$ cat src/hw/rom_image.mem
// sparse ROM image, one 10-bit instruction word per line in binary
// @hh sets the hex address of the next word, unlisted words read as zero
@00
0000000000
// plain words with no word-select request
@05
1011001101
@1A
0110110001
@3C
1100011100
@77
1111111111
@A5
0101010101
@FE
1110001011
// type-2 arithmetic, fields M, X and W
@40
1010100110
@41
0110001010
@42
0001101110
// ROM SELECT handing the bus to ROM 1
@F0
0010010000

$ cat src/hw/hp_rom_pkg.sv
/*
 * shared definitions for the HP-35 ROM chip
 *   word-cycle length and named bit times
 *   instruction, address and ROM SELECT encodings
 *   word-select codes, output-enable states, bit-time strobes
 */
package hp_rom_pkg;

    // ----------------------------
    // word cycle
    // ----------------------------

    // bit times per word cycle, b0 to b55
    localparam int WORD_BITS    = 56;
    // counter wide enough for every bit time
    localparam int BIT_CNT_BITS = $clog2(WORD_BITS);

    // exponent minus-sign pulse on the instruction line
    localparam int BT_EXP_SIGN   = 11;
    // serial address window, b19 up to but not including b27
    localparam int BT_ADDR_OPEN  = 19;
    localparam int BT_ADDR_CLOSE = 27;
    // addressed word clocks into the instruction register
    localparam int BT_LOAD       = 43;
    // word-select master and slave capture points
    localparam int BT_WS_SAMPLE  = 50;
    localparam int BT_WS_LATCH   = 54;

    // ----------------------------
    // instruction word
    // ----------------------------

    localparam int ADDR_BITS  = 8;
    localparam int INSTR_BITS = 10;

    // low seven bits of a ROM SELECT, chip number sits in the top three
    localparam logic [6:0] ROM_SELECT_OP = 7'b0010000;

    // sparse binary image, words not listed read as zero
    localparam string ROM_IMAGE_FILE = "/design/src/hw/rom_image.mem";

    typedef logic [INSTR_BITS-1:0] instr_t;
    typedef logic [ADDR_BITS-1:0]  rom_addr_t;

    // field codes the ROM generates itself
    // 000 and 100 are pointer fields owned by the control chip
    typedef enum logic [2:0] {
        WS_M  = 3'b001,     // mantissa, digits 3-12
        WS_X  = 3'b010,     // exponent, digits 0-2
        WS_W  = 3'b011,     // whole word, digits 0-13
        WS_MS = 3'b101,     // mantissa and sign, digits 3-13
        WS_XS = 3'b110,     // exponent sign, digit 2
        WS_S  = 3'b111      // mantissa sign, digit 13
    } ws_code_e;

    // output enable, releasing keeps the bus until b55
    typedef enum logic [1:0] {
        ROE_IDLE      = 2'b00,
        ROE_ACTIVE    = 2'b01,
        ROE_RELEASING = 2'b10
    } roe_state_e;

    // ----------------------------
    // decoded bit times
    // ----------------------------

    // single-cycle strobes are high during the named bit time
    // digit flags look one bit ahead, digit names the coming bit's digit
    typedef struct packed {
        logic       b11;
        logic       b43;
        logic       b44;
        logic       b50;
        logic       b54;
        logic       b55;
        logic       addr_open;
        logic       digit_first;
        logic       digit_last;
        logic [3:0] digit;
    } bit_strobes_t;

endpackage

$ cat src/hw/hp_rom_chip.sv
/*
 * HP-35 ROM chip top level
 * sync counter, output enable, instruction path and word select
 */
`timescale 1ns/1ps

module hp_rom_chip #(
    // place in the address space, 0 powers up owning the bus
    parameter int unsigned ROM_NUMBER = 0
) (
    input  logic PHI2,
    input  logic reset,
    input  logic sync,
    input  logic ia,
    input  logic is_in,
    output logic is_out,
    output logic is_active,
    output logic ws_out,
    output logic ws_active
);
    import hp_rom_pkg::*;

    // bit-time strobes shared by every block
    bit_strobes_t strobes;
    // current instruction register contents
    instr_t       instr;
    // serial bit as it leaves the instruction register
    logic         is_bit;

    word_sync_counter u_sync (
        .PHI2    (PHI2),
        .reset   (reset),
        .sync    (sync),
        .strobes (strobes)
    );

    rom_output_enable #(
        .ROM_NUMBER (ROM_NUMBER)
    ) u_roe (
        .PHI2    (PHI2),
        .reset   (reset),
        .strobes (strobes),
        .instr   (instr),
        .active  (is_active)
    );

    instruction_path u_ipath (
        .PHI2    (PHI2),
        .reset   (reset),
        .strobes (strobes),
        .active  (is_active),
        .sync    (sync),
        .ia      (ia),
        .is_in   (is_in),
        .instr   (instr),
        .is_bit  (is_bit),
        .is_out  (is_out)
    );

    word_select_gen u_ws (
        .PHI2      (PHI2),
        .reset     (reset),
        .strobes   (strobes),
        .active    (is_active),
        .is_bit    (is_bit),
        .ws_out    (ws_out),
        .ws_active (ws_active)
    );

endmodule

$ cat src/hw/instruction_path.sv
/*
 * serial address register fed from ia
 * 256-word ROM array loaded from the image file
 * shifting instruction register and is_out driver
 */
`timescale 1ns/1ps

module instruction_path (
    input  logic                     PHI2,
    input  logic                     reset,
    input  hp_rom_pkg::bit_strobes_t strobes,
    input  logic                     active,
    input  logic                     sync,
    input  logic                     ia,
    input  logic                     is_in,
    output hp_rom_pkg::instr_t       instr,
    output logic                     is_bit,
    output logic                     is_out
);
    import hp_rom_pkg::*;

    rom_addr_t addr_reg;
    instr_t    rom_mem [0:(1 << ADDR_BITS) - 1];
    instr_t    instr_reg;
    logic      is_gated;

    // ----------------------------
    // ROM contents
    // ----------------------------
    initial begin
        // image is sparse, so clear first
        for (int i = 0; i < (1 << ADDR_BITS); i++) begin
            rom_mem[i] = '0;
        end
        $readmemb(ROM_IMAGE_FILE, rom_mem);
    end

    // ----------------------------
    // address register
    // ----------------------------
    always_ff @(posedge PHI2) begin
        // lsb arrives first, ends up at bit 0 after eight shifts
        if (strobes.addr_open) begin
            addr_reg <= {ia, addr_reg[ADDR_BITS-1:1]};
        end
    end

    // own output must not echo back in while driving the bus
    assign is_gated = is_in & ~active;

    // ----------------------------
    // instruction register
    // ----------------------------
    always_ff @(posedge PHI2) begin
        if (reset) begin
            instr_reg <= '0;
        end else if (strobes.b43 && active) begin
            // word ready in b44, first bit on the line in b45
            instr_reg <= rom_mem[addr_reg];
        end else if (sync) begin
            // active chip shifts its word out
            // inactive chip collects the word from the bus
            instr_reg <= {is_gated, instr_reg[INSTR_BITS-1:1]};
        end
    end

    assign instr  = instr_reg;
    assign is_bit = instr_reg[0];

    // serial word during SYNC plus the exponent-sign marker at b11
    assign is_out = (sync & instr_reg[0]) | strobes.b11;

endmodule

$ cat src/hw/rom_output_enable.sv
/*
 * ROM output enable FSM
 * ROM SELECT release at b44/b55 and take-over at b55
 */
`timescale 1ns/1ps

module rom_output_enable #(
    parameter int unsigned ROM_NUMBER = 0
) (
    input  logic                     PHI2,
    input  logic                     reset,
    input  hp_rom_pkg::bit_strobes_t strobes,
    input  hp_rom_pkg::instr_t       instr,
    output logic                     active
);
    import hp_rom_pkg::*;

    roe_state_e state;
    roe_state_e state_next;
    logic       rom_select;
    logic       this_rom;

    // ROM SELECT pattern in the low field
    assign rom_select = (instr[$bits(ROM_SELECT_OP)-1:0] == ROM_SELECT_OP);
    // chip number carried in the top three bits
    assign this_rom = (instr[INSTR_BITS-1:$bits(ROM_SELECT_OP)] == 3'(ROM_NUMBER));

    // ----------------------------
    // next state
    // ----------------------------
    always_comb begin
        state_next = state;
        unique case (state)
            ROE_ACTIVE: begin
                // fetched word sits in the register during b44
                // any ROM SELECT drops this chip at the end of the cycle
                if (strobes.b44 && rom_select) begin
                    state_next = ROE_RELEASING;
                end
            end
            ROE_RELEASING: begin
                // still drives the select word out over b45-b54
                if (strobes.b55) begin
                    state_next = ROE_IDLE;
                end
            end
            ROE_IDLE: begin
                // word shifted in from the bus is complete at b55
                if (strobes.b55 && rom_select && this_rom) begin
                    state_next = ROE_ACTIVE;
                end
            end
            default: begin
                state_next = ROE_IDLE;
            end
        endcase
    end

    // ----------------------------
    // state register
    // ----------------------------
    always_ff @(posedge PHI2) begin
        if (reset) begin
            // only ROM 0 owns the bus after power on
            state <= (ROM_NUMBER == 0) ? ROE_ACTIVE : ROE_IDLE;
        end else begin
            state <= state_next;
        end
    end

    // releasing chip keeps the bus until the word cycle ends
    assign active = (state == ROE_ACTIVE) || (state == ROE_RELEASING);

endmodule

$ cat src/hw/word_select_gen.sv
/*
 * word-select register, master at b50 and slave at b54
 * digit-window decoder driving ws_out over the next word cycle
 */
`timescale 1ns/1ps

module word_select_gen (
    input  logic                     PHI2,
    input  logic                     reset,
    input  hp_rom_pkg::bit_strobes_t strobes,
    input  logic                     active,
    input  logic                     is_bit,
    output logic                     ws_out,
    output logic                     ws_active
);
    import hp_rom_pkg::*;

    // newest bit in [0], first instruction bit reaches [4] at b50
    logic [4:0] is_shift;
    ws_code_e   code_sample;
    logic       req_sample;
    ws_code_e   ws_code_m;
    logic       ws_req_m;
    ws_code_e   ws_code_s;
    logic       ws_req_s;
    logic       ws_oe;
    logic [3:0] ws_begin;
    logic [3:0] ws_end;
    logic       set_ws;
    logic       clr_ws_pre;
    logic       clr_ws;

    // ----------------------------
    // sampler and master/slave
    // ----------------------------

    // code order matches the encoding table, bit 4 on the left
    assign code_sample = ws_code_e'({is_shift[0], is_shift[1], is_shift[2]});

    // type-2 arithmetic opens with 0 then 1
    // pointer fields stay with the control chip
    assign req_sample = ~is_shift[4] & is_shift[3] &
                        (code_sample inside {WS_X, WS_XS, WS_M, WS_MS, WS_W, WS_S});

    always_ff @(posedge PHI2) begin
        is_shift <= {is_shift[3:0], is_bit};
        // code fields hold data only, request flags carry control
        if (strobes.b50) begin
            ws_code_m <= code_sample;
        end
        if (strobes.b54) begin
            ws_code_s <= ws_code_m;
        end
    end

    always_ff @(posedge PHI2) begin
        if (reset) begin
            ws_req_m <= 1'b0;
            ws_req_s <= 1'b0;
            ws_oe    <= 1'b0;
        end else begin
            if (strobes.b50) begin
                ws_req_m <= req_sample;
            end
            if (strobes.b54) begin
                ws_req_s <= ws_req_m;
            end
            // one bit later lines up with b0 to b55
            ws_oe <= ws_req_s;
        end
    end

    // ----------------------------
    // digit window decode
    // ----------------------------
    always_comb begin
        unique case (ws_code_s)
            WS_X:    begin ws_begin = 4'd0;  ws_end = 4'd2;  end
            WS_XS:   begin ws_begin = 4'd2;  ws_end = 4'd2;  end
            WS_M:    begin ws_begin = 4'd3;  ws_end = 4'd12; end
            WS_MS:   begin ws_begin = 4'd3;  ws_end = 4'd13; end
            WS_W:    begin ws_begin = 4'd0;  ws_end = 4'd13; end
            WS_S:    begin ws_begin = 4'd13; ws_end = 4'd13; end
            // digit 15 never comes up, window stays shut
            default: begin ws_begin = 4'd15; ws_end = 4'd15; end
        endcase
    end

    // flags lead by a bit, so the register edge hits the digit start
    assign set_ws     = strobes.digit_first && (strobes.digit == ws_begin);
    assign clr_ws_pre = strobes.digit_last && (strobes.digit == ws_end);

    always_ff @(posedge PHI2) begin
        if (reset) begin
            clr_ws <= 1'b0;
            ws_out <= 1'b0;
        end else begin
            // delayed clear holds ws_out through the last bit of the end digit
            clr_ws <= clr_ws_pre;
            if (set_ws) begin
                ws_out <= 1'b1;
            end else if (clr_ws) begin
                ws_out <= 1'b0;
            end
        end
    end

    // only the chip owning the bus drives the select window
    assign ws_active = active & ws_oe;

endmodule

$ cat src/hw/word_sync_counter.sv
/*
 * 56-state bit-time counter locked to the falling edge of SYNC
 * registered bit-time strobes and digit boundary flags
 */
`timescale 1ns/1ps

module word_sync_counter (
    input  logic                     PHI2,
    input  logic                     reset,
    input  logic                     sync,
    output hp_rom_pkg::bit_strobes_t strobes
);
    import hp_rom_pkg::*;

    logic                    sync_q;
    logic                    sync_fall;
    // bit time of the coming cycle, not the current one
    logic [BIT_CNT_BITS-1:0] cnt;
    logic [BIT_CNT_BITS-1:0] cnt_next;

    // sync low now but high last bit means this is b55
    assign sync_fall = sync_q & ~sync;

    // ----------------------------
    // counter next state
    // ----------------------------
    always_comb begin
        if (sync_fall) begin
            // b0 follows, so the counter already names b1
            cnt_next = BIT_CNT_BITS'(1);
        end else if (cnt == BIT_CNT_BITS'(WORD_BITS - 1)) begin
            cnt_next = '0;
        end else begin
            cnt_next = cnt + 1'b1;
        end
    end

    // ----------------------------
    // counter and strobes
    // ----------------------------
    always_ff @(posedge PHI2) begin
        if (reset) begin
            sync_q  <= 1'b0;
            cnt     <= '0;
            strobes <= '0;
        end else begin
            sync_q <= sync;
            cnt    <= cnt_next;

            // decode from cnt lands the strobe on the named bit
            strobes.b11 <= (cnt == BIT_CNT_BITS'(BT_EXP_SIGN));
            strobes.b43 <= (cnt == BIT_CNT_BITS'(BT_LOAD));
            strobes.b50 <= (cnt == BIT_CNT_BITS'(BT_WS_SAMPLE));
            strobes.b54 <= (cnt == BIT_CNT_BITS'(BT_WS_LATCH));
            // one bit after their neighbours
            strobes.b44 <= strobes.b43;
            strobes.b55 <= strobes.b54;

            // address window covers b19 through b26
            if (cnt == BIT_CNT_BITS'(BT_ADDR_OPEN)) begin
                strobes.addr_open <= 1'b1;
            end else if (cnt == BIT_CNT_BITS'(BT_ADDR_CLOSE)) begin
                strobes.addr_open <= 1'b0;
            end

            // decode from cnt_next so flags lead the digit by one bit
            strobes.digit_first <= (cnt_next[1:0] == 2'b00);
            strobes.digit_last  <= (cnt_next[1:0] == 2'b11);
            strobes.digit       <= cnt_next[BIT_CNT_BITS-1:2];
        end
    end

endmodule

$ cat config.mk
export PLATFORM = sky130hd
export DESIGN_NAME = hp_rom_chip
export DESIGN_NICKNAME = d
export VERILOG_FILES = /design/src/hw/hp_rom_pkg.sv /design/src/hw/hp_rom_chip.sv /design/src/hw/instruction_path.sv /design/src/hw/rom_output_enable.sv /design/src/hw/word_select_gen.sv /design/src/hw/word_sync_counter.sv
export SDC_FILE = /design/constraint.sdc
export NUM_CORES = 1
export LEC_CHECK = 0
export BUFFER_PORTS_ARGS = -buffer_cell sky130_fd_sc_hd__buf_2
export CORE_MARGIN = 3
export CORE_UTILIZATION = 56
export CTS_BUF_LIST = sky130_fd_sc_hd__clkbuf_2 sky130_fd_sc_hd__clkbuf_4 sky130_fd_sc_hd__clkbuf_8
export DETAILED_ROUTE_END_ITERATION = 6
export HOLD_SLACK_MARGIN = 0.08
export PLACE_DENSITY = 0.78
export SYNTH_ARGS = -nofsm -noshare
export SYNTH_HDL_FRONTEND = slang
export SYNTH_SLANG_ARGS = --single-unit
$ cat constraint.sdc
create_clock -name PHI2 -period 1.2 [get_ports PHI2]
set_input_delay 0.36 -clock PHI2 [delete_from_list [all_inputs] [get_ports PHI2]]
set_output_delay 0.36 -clock PHI2 [all_outputs]
set_load 0.03 [all_outputs]
After elaboration in Yosys (flattened, before gate mapping)
Index checks and enable logic that the tools add are counted.

storage, ports and cells
  memory bits (writable) = 0
  logic and storage cells = 88
  input bits = 5
  register bits = 47
  memories = 0
  bits in read-only memories = 0
  latch bits = 0
  output and inout bits = 4

cells by class
  shifts and indexed selects = 0
  bitwise logic cells = 10
  divide/modulo/power cells = 0
  eq/ne operators = 26
  magnitude comparators = 0
  mux-type cells = 12
  multipliers = 0
  add/subtract/negate cells = 1
  reductions and logical operators = 18

operator list
  operator               number
  $eq A6 B6 Y1 const B   4
  $mux W10               2
  $eq A3 B3 Y1 const B   6
  $pmux W4 S4            1
  $eq A3 B2 Y1 const B   4
  $mux W6                2
  $pmux W4 S3            1
  $eq A4 B4 Y1           2
  $eq A7 B5 Y1 const B   1
  $add A6 B1 Y6 const B  1
  $and A1 B1 Y1          6
  $eq A3 B1 Y1 const B   2
  $eq A6 B4 Y1 const B   1
  $logic_and A1 B1 Y1    6
  $mux W2                3
  $pmux W2 S3            1
  $reduce_bool A6 Y1     1
  $reduce_or A2 Y1       3
  $eq A2 B2 Y1 const B   2
  $logic_not A2 Y1       2
  $ne A2 B1 Y1 const B   2
  $reduce_bool A2 Y1     2
  $logic_not A3 Y1       1
  $not A1 Y1             3
  other kinds (7)        8

Depth between registers and ports, before layout
Gate-level depths: netlist of the first run.

  word-level depth = 6
  gate-level depth with buffers = 6
  depth with buffers taken out = 5

Modules after synthesis
Synthesis of the first run repeated with hierarchy kept, for this count alone.

second synthesis, totals
  cells, all modules = 174
  area, all modules = 1863.0 um^2

modules (own cells, without submodules)
  module             cells each  instances  seq. area each (um^2)  area each (um^2)
  word_select_gen    51          1          380.4                  625.6
  word_sync_counter  60          1          320.3                  625.6
  instruction_path   37          1          200.2                  386.6
  rom_output_enable  26          1          40.0                   225.2

Worst setup path before layout of the first run
OpenSTA, ideal clock, no wires.

  path type = register to output
  from = register u_roe.state[0]
  to = output ws_active
  data required time = 0.840 ns
  data arrival time = 1.231 ns
  buffers on the path = 0
  setup slack = -0.391 ns
  stages on the path, launching flop included = 4
  cells stage by stage = dfxtp_1 inv_1 ha_1 and2_1

on the way
  word-level cells in the longest chain between the ends = 3
  elaborated cells between the ends (all ways) = 4
  classes of those cells = eq/ne (2); bitwise (1); reduce/logical (1)

RTL lines
  item                                                 line                     source
  from (decl)                                          rom_output_enable.sv:18  roe_state_e state;
  from (signal assigned)                               rom_output_enable.sv:65  state <= (ROM_NUMBER == 0) ? ROE_ACTIVE : ROE_IDLE;
  from (signal assigned)                               rom_output_enable.sv:67  state <= state_next;
  $eq A2 B1 Y1 / $eq A2 B2 Y1 (equally long branches)  rom_output_enable.sv:72  assign active = (state == ROE_ACTIVE) || (state == ROE_RELEASING);
  $logic_or A1 B1 Y1 (*)                               rom_output_enable.sv:72
  net is_active                                        hp_rom_chip.sv:17        output logic is_active,
  $and A1 B1 Y1 (*)                                    word_select_gen.sv:109   assign ws_active = active & ws_oe;
  to (decl)                                            hp_rom_chip.sv:19        output logic ws_active

The timed path passes the listed nets; every way through them passes the cells marked *.

Final worst setup path of the first run
  from = register u_roe.state[0]
  to = output ws_active

on the way
  word-level cells in the longest chain between the ends = 3
  elaborated cells between the ends (all ways) = 4
  classes of those cells = eq/ne (2); bitwise (1); reduce/logical (1)

RTL lines
  item                                                 line
  $eq A2 B1 Y1 / $eq A2 B2 Y1 (equally long branches)  rom_output_enable.sv:72
  $logic_or A1 B1 Y1 (*)                               rom_output_enable.sv:72
  $and A1 B1 Y1 (*)                                    word_select_gen.sv:109

Mark *: on every way between the ends. The rest lies on a longest branch, timed or not.

==> metrics.txt, run 1 <==
crit path max fanout=3; Mapped Avg Cell Area=10.9 um2; Fin Setup TNS=-1.84 ns; per-cell routed wire length=16.0 um; CTS Buf Count=5; Slowest cell on crit path=dfxtp_2; warnings from Yosys=0; Max Cap Viol=0; met1 usage=0.257; initial cell density of the core=0.603; row cnt=19; Max Buffers Root-to-Sink=2; max FFs per register=10; CP Capture Type=output pin; Worst Hold Launch=is_in; die width=61.4 um; Core Util, Final=0.802; Root Buffer=clkbuf_4; largest net degree at the start of global routing=14; final hold violation count=0; crit-path cells=inv_2 > ha_4 > and2_4 > buf_6; Critical Path RT=0.84 ns; antenna violations before repair=0; Layout area overhead=33.0%; setup violators final=7; worst setup path class=reg2out; GR Util All Layers=0.208; status=complete, but fails checks; DR iter-0 viols=48; CTS sink cnt=43; Crit Reg-Reg Startpoint=u_ws.ws_code_s[1]; Ports=9; Post-route DRC=0; Async S/R FF share, synth=0; GRT met3 Usage=0.0566; most used routing layer=met2; cells after synthesis=158; fmax=605 MHz; RSZ-0062 raised after global routing=yes; Final GP Congestion=0.697; ys flop type=dfxtp_1; worst vdd ir=0.962 mV; Startpoint Class=flip-flop; number of enable flip-flop cells after synthesis=6; Mapped Nets=169; global route overflow=0; hpwl dp=2410 um; Max-slew headroom=0.810; PD cells=1370 nW/um2; ANT cells=0; Global Route met2 Usage=0.347; Clk Latency, worst-skew pair=0.35 ns; drt total wl=3720 um; DR pass1 iterations=4; Leak=0.944 nW; CTS H-tree lvls=2; count of buffers from port buffering=7; # fillers=173; nets@finish=211; via count=1,266; Final period util=1.38; violated checks=setup timing; Multi-input gate area=885 um2; worst setup path startpoint=u_roe.state[0]; global-route wire length before repair=5580 um; Power Total=0.00313 W; max-slew violation count=0; fin crit period=1.65 ns; Worst Skew=0.00840 ns; proportion of layout cells with a drive suffix above 1=0.433; die area=3770 um2; Yosys reg bits=43; die height=61.4 um; Worst EP arrival=1.29 ns; WP buf/inv=2; post-synth cell types=41; cell area after synthesis=1720 um2; DR vias/cell=5.46; core area=2850 um2; vias in the first global route=1,229; CTS clk-pin slew, worst paths=0.12 ns; antenna-violating nets left=0; post-cts hold buffer count=0; HP Class=in2reg; Slew @ Worst Pin=0.282 ns; Seq. cell area=936 um2; final worst slack=-0.453 ns; max incr delay on CP=0.36 ns; sequential cell area fraction in the yosys report=0.535; CTS tree=built; Crit path max-delay family=flip-flops
==> placed cells by master, fill, tap and decap left out, drive strengths merged, types with 3 or more instances in the layout <==
master,netlist,routed
nand3b,3,3
nand2,3,3
dfxtp,37,37
nor4b,4,4
buf,6,41
inv,7,7
ha,6,6
a21oi,5,5
clkbuf,1,5
nor2b,4,4
edfxtp,6,6
nand3,5,5
nor2,24,24
xor2,3,3
nand2b,7,8
mux2i,14,14
==> cell families (layout without fill, tap and decap cells) <==
group / count (synthesis) / after routing / synth area share
and+or+nand+nor: 60 / 61 / 0.202
buffers and inverters: 14 / 56 / 0.0364
adders and majority gates: 6 / 6 / 0.0436
DFF: 43 / 43 / 0.535
muxes: 14 / 14 / 0.0815
xor gates and xnor gates: 5 / 5 / 0.0255
AOI/OAI and AO/OA: 16 / 16 / 0.0756
==> worst min-delay path, stage by stage <==
cell and delay, ns:
buf_2 0.10, nand3b_1 0.08, a21oi_2 0.06
==> synth_stat cells, drive strengths merged, types with 2 or more instances <==
| cell type | n | share of area |
|---|---|---|
| xnor2 | 2 | 0.010 |
| nand2b | 7 | 0.025 |
| a22oi | 2 | 0.012 |
| nand2 | 3 | 0.0065 |
| dfxtp | 37 | 0.43 |
| xor2 | 3 | 0.015 |
| nand3b | 3 | 0.013 |
| nand3 | 5 | 0.015 |
| inv | 7 | 0.015 |
| edfxtp | 6 | 0.10 |
| a31o | 2 | 0.010 |
| a21oi | 5 | 0.015 |
| ha | 6 | 0.044 |
| nor4b | 4 | 0.033 |
| nor3 | 2 | 0.0058 |
| a21o | 2 | 0.013 |
| nor2b | 4 | 0.015 |
| mux2i | 14 | 0.081 |
| nor2 | 24 | 0.054 |
| buf | 6 | 0.019 |
==> what timing repair did <==
action                                  in CTS  in global routing
pin swaps                                    7                 15
resized for setup                           25                 19
endpoints found under the setup margin      20                 15
setup buffers                                5                  6
gates cloned                                 1                  0
==> routing by layer <==
metal | vias up | share of wire
met3 | 9 | 0.027
met4 | 0 | 0.018
li1 | 627 | -
met2 | 11 | 0.52
met5 | - | 0
met1 | 619 | 0.44
==> area by class of cell <==
type                       instances  area share
clock inverter                     3      0.0169
sequential                        43       0.409
inverter                           7      0.0115
multi-input combinational        102       0.387
clock buffer                       5      0.0164
timing repair buffer              41       0.143
tap                               31      0.0169
==> path summary, 6_finish.rpt <==
| kind | cells past startpoint | slack, ns | endpoint |
|---|---|---|---|
| worst max-delay path | 4 | -0.45 | ws_active |
| worst min-delay path | 3 | 0.28 | u_ipath.instr[9] |
| worst max register to register | 5 | -0.24 | u_ws.ws_out |
| worst min register to register | 0 | 0.37 | u_ws.is_shift[1] |
==> per-stage QoR <==
stage                     hold WS (ns)  worst slack, ns  area (um2)  std cells
after global placement           0.335           -0.125        1980        215
after CTS                        0.257           -0.442        2180        228
after floorplan                  0.327          -0.0685        1750        158
after global routing             0.262           -0.505        2290        232
final                            0.279           -0.453        2290        232
after detailed placement         0.352           -0.216        1980        215
==> where the power goes <==
part | switching, W | total (W) | internal (W)
clock network | 0.000444 | 0.000872 | 0.000429
logic | 0.000327 | 0.000713 | 0.000386
registers | 0.0000390 | 0.00155 | 0.00151
Power figures use the tool's default switching activity.
==> inputs of run 2 (changes only) <==
--- a/config.mk
+++ b/config.mk
@@ -12,6 +12,7 @@
 export DETAILED_ROUTE_END_ITERATION = 6
 export HOLD_SLACK_MARGIN = 0.08
-export PLACE_DENSITY = 0.78
+export PLACE_DENSITY_LB_ADDON = 0.2
 export SYNTH_ARGS = -nofsm -noshare
 export SYNTH_HDL_FRONTEND = slang
 export SYNTH_SLANG_ARGS = --single-unit
+export TNS_END_PERCENT = 20
==> constraint.sdc (replaced) <==
create_clock -name PHI2 -period 1.2 [get_ports PHI2]
set_input_delay 0.06 -clock PHI2 [delete_from_list [all_inputs] [get_ports PHI2]]
set_output_delay 0.06 -clock PHI2 [all_outputs]
set_load 0.03 [all_outputs]
==> run 2 against run 1 <==
  * The run still ends with setup timing left
  * Flip-flop and latch count did not move
  * Combinational power fell by 2%
  * Worst setup slack improved by 0.28 ns
  * Global-route usage fell by 1.4 points
  * Critical path type unchanged
==> metrics.txt, run 2 (synthesis gave the netlist of run 1 again) <==
Root Buffer=clkbuf_4; Final period util=1.15; WHS=0.187 ns; Final GP Congestion=0.898; CTS H-tree lvls=2; nets@finish=207; antenna violations before repair=0; final worst slack=-0.175 ns; HP Class=in2reg; DR vias/cell=5.33; CTS Buf Count=5; vias in the first global route=1,166; count of buffers from port buffering=7; met1 usage=0.238; Worst EP arrival=1.31 ns; Core Util, Final=0.762; max incr delay on CP=0.38 ns; crit path max fanout=3; most used routing layer=met2; Seq pwr share=0.524; worst vdd ir=0.874 mV; worst setup path class=reg2out; final hold violation count=0; proportion of layout cells with a drive suffix above 1=0.355; DR pass1 iterations=4; ANT cells=0; hpwl dp=2230 um; global-route wire length before repair=5240 um; RSZ-0062 raised after global routing=yes; CTS clk-pin slew, worst paths=0.12 ns; CTS sink cnt=43; Slowest cell on crit path=dfxtp_2; drt total wl=3250 um; max FFs per register=10; Layout area overhead=26.4%; fmax=727 MHz; DR iter-0 viols=36; fin crit period=1.37 ns; Leak=0.907 nW; crit-path cells=inv_4 > ha_4 > and2_4 > buf_6; Critical Path RT=1.14 ns; Max Buffers Root-to-Sink=2; Post-route DRC=0; GRT met3 Usage=0.0566; die area=3770 um2; commonest non-fill, non-tap cells in the layout=dfxtp_1 (32), buf_4 (26), nor2_1 (22); die width=61.4 um; initial cell density of the core=0.603; PD cells=1360 nW/um2; largest net degree at the start of global routing=17; row cnt=19; status=complete, but fails checks; core area=2850 um2; Worst Skew=0.0127 ns; Global Route met2 Usage=0.316; # fillers=203; setup violators final=6; most common cell after layout, fill and taps aside=dfxtp_1; Max-slew headroom=0.798; via count=1,216; Startpoint Class=flip-flop; Switch Pwr=0.000801 W; Slew @ Worst Pin=0.301 ns; GR Util All Layers=0.194; Fin Setup TNS=-0.634 ns; Clk Latency, worst-skew pair=0.36 ns; per-cell routed wire length=14.2 um; global route overflow=0; WP buf/inv=2; max-slew violation count=0; Combinational Power Share=0.236; Multi-input gate area=825 um2; Crit path max-delay family=flip-flops; antenna-violating nets left=0; Ports=9; violated checks=setup timing; switching power share of the total=0.270; CTS tree=built; Max Cap Viol=0; CP Capture Type=output pin; Seq. cell area=927 um2; die height=61.4 um; Clock power frac=0.241; P_int=0.00216 W
[run 2: through the flow]
| step | std cells | setup WS (ns) | power, W | area, um2 |
|---|---|---|---|---|
| detailed placement | 214 | -0.117 | 0.00210 | 1960 |
| global placement | 214 | -0.0483 | 0.00207 | 1960 |
| CTS | 228 | -0.153 | 0.00291 | 2100 |
| floorplan | 158 | 0.00334 | 0.00195 | 1740 |
| finish | 228 | -0.175 | 0.00296 | 2170 |
| global route | 228 | -0.224 | 0.00309 | 2170 |
[run 2: worst paths after layout]
check / from / to / slack [ns] / depth (start not counted)
setup reg to reg: u_roe.state[1] / u_roe.state[0] / -0.13 / 5
hold / removal: sync / u_sync.sync_q / 0.19 / 3
hold reg to reg: u_ws.is_shift[3] / u_ws.is_shift[4] / 0.36 / 0
setup / recovery: u_roe.state[0] / ws_active / -0.17 / 4
[run 2: worst register-to-register path, stage by stage (launching register included)]
cell and delay [ns]:
dfxtp_2 0.35, buf_6 0.12, ha_4 0.14, a21o_4 0.19
a22oi_2 0.24, mux2i_1 0.22
[run 2: area by class of cell]
class	instances	area share
Tap cell	31	0.0178
Clock inverter	1	0.00230
Timing Repair Buffer	38	0.137
Sequential cell	43	0.426
Multi-Input combinational cell	101	0.379
Clock buffer	7	0.0242
Inverter	7	0.0132
[run 2: timing repair]
item | CTS | global route
gates resized for setup | 9 | 18
pin swaps | 1 | 2
setup buffers | 3 | 0
hold buffers | 3 | 0
hold endpoints to repair | 2 | 0
setup endpoints to repair | 16 | 25
[run 2: metal layers]
metal | wire length [um] | up-vias
li1 | - | 622
met5 | 0 | -
met1 | 1420 | 581
met4 | 65 | 0
met2 | 1680 | 8
met3 | 76 | 5
[run 2: power groups by stage]
stage          logic, W  registers [W]  clock network (W)
3_5_place_dp   0.000519        0.00158                  0
4_1_cts        0.000653        0.00154           0.000717
5_1_grt        0.000751        0.00156           0.000782
2_1_floorplan  0.000379        0.00157                  0
3_3_place_gp   0.000495        0.00157                  0
6_report       0.000698        0.00155           0.000713
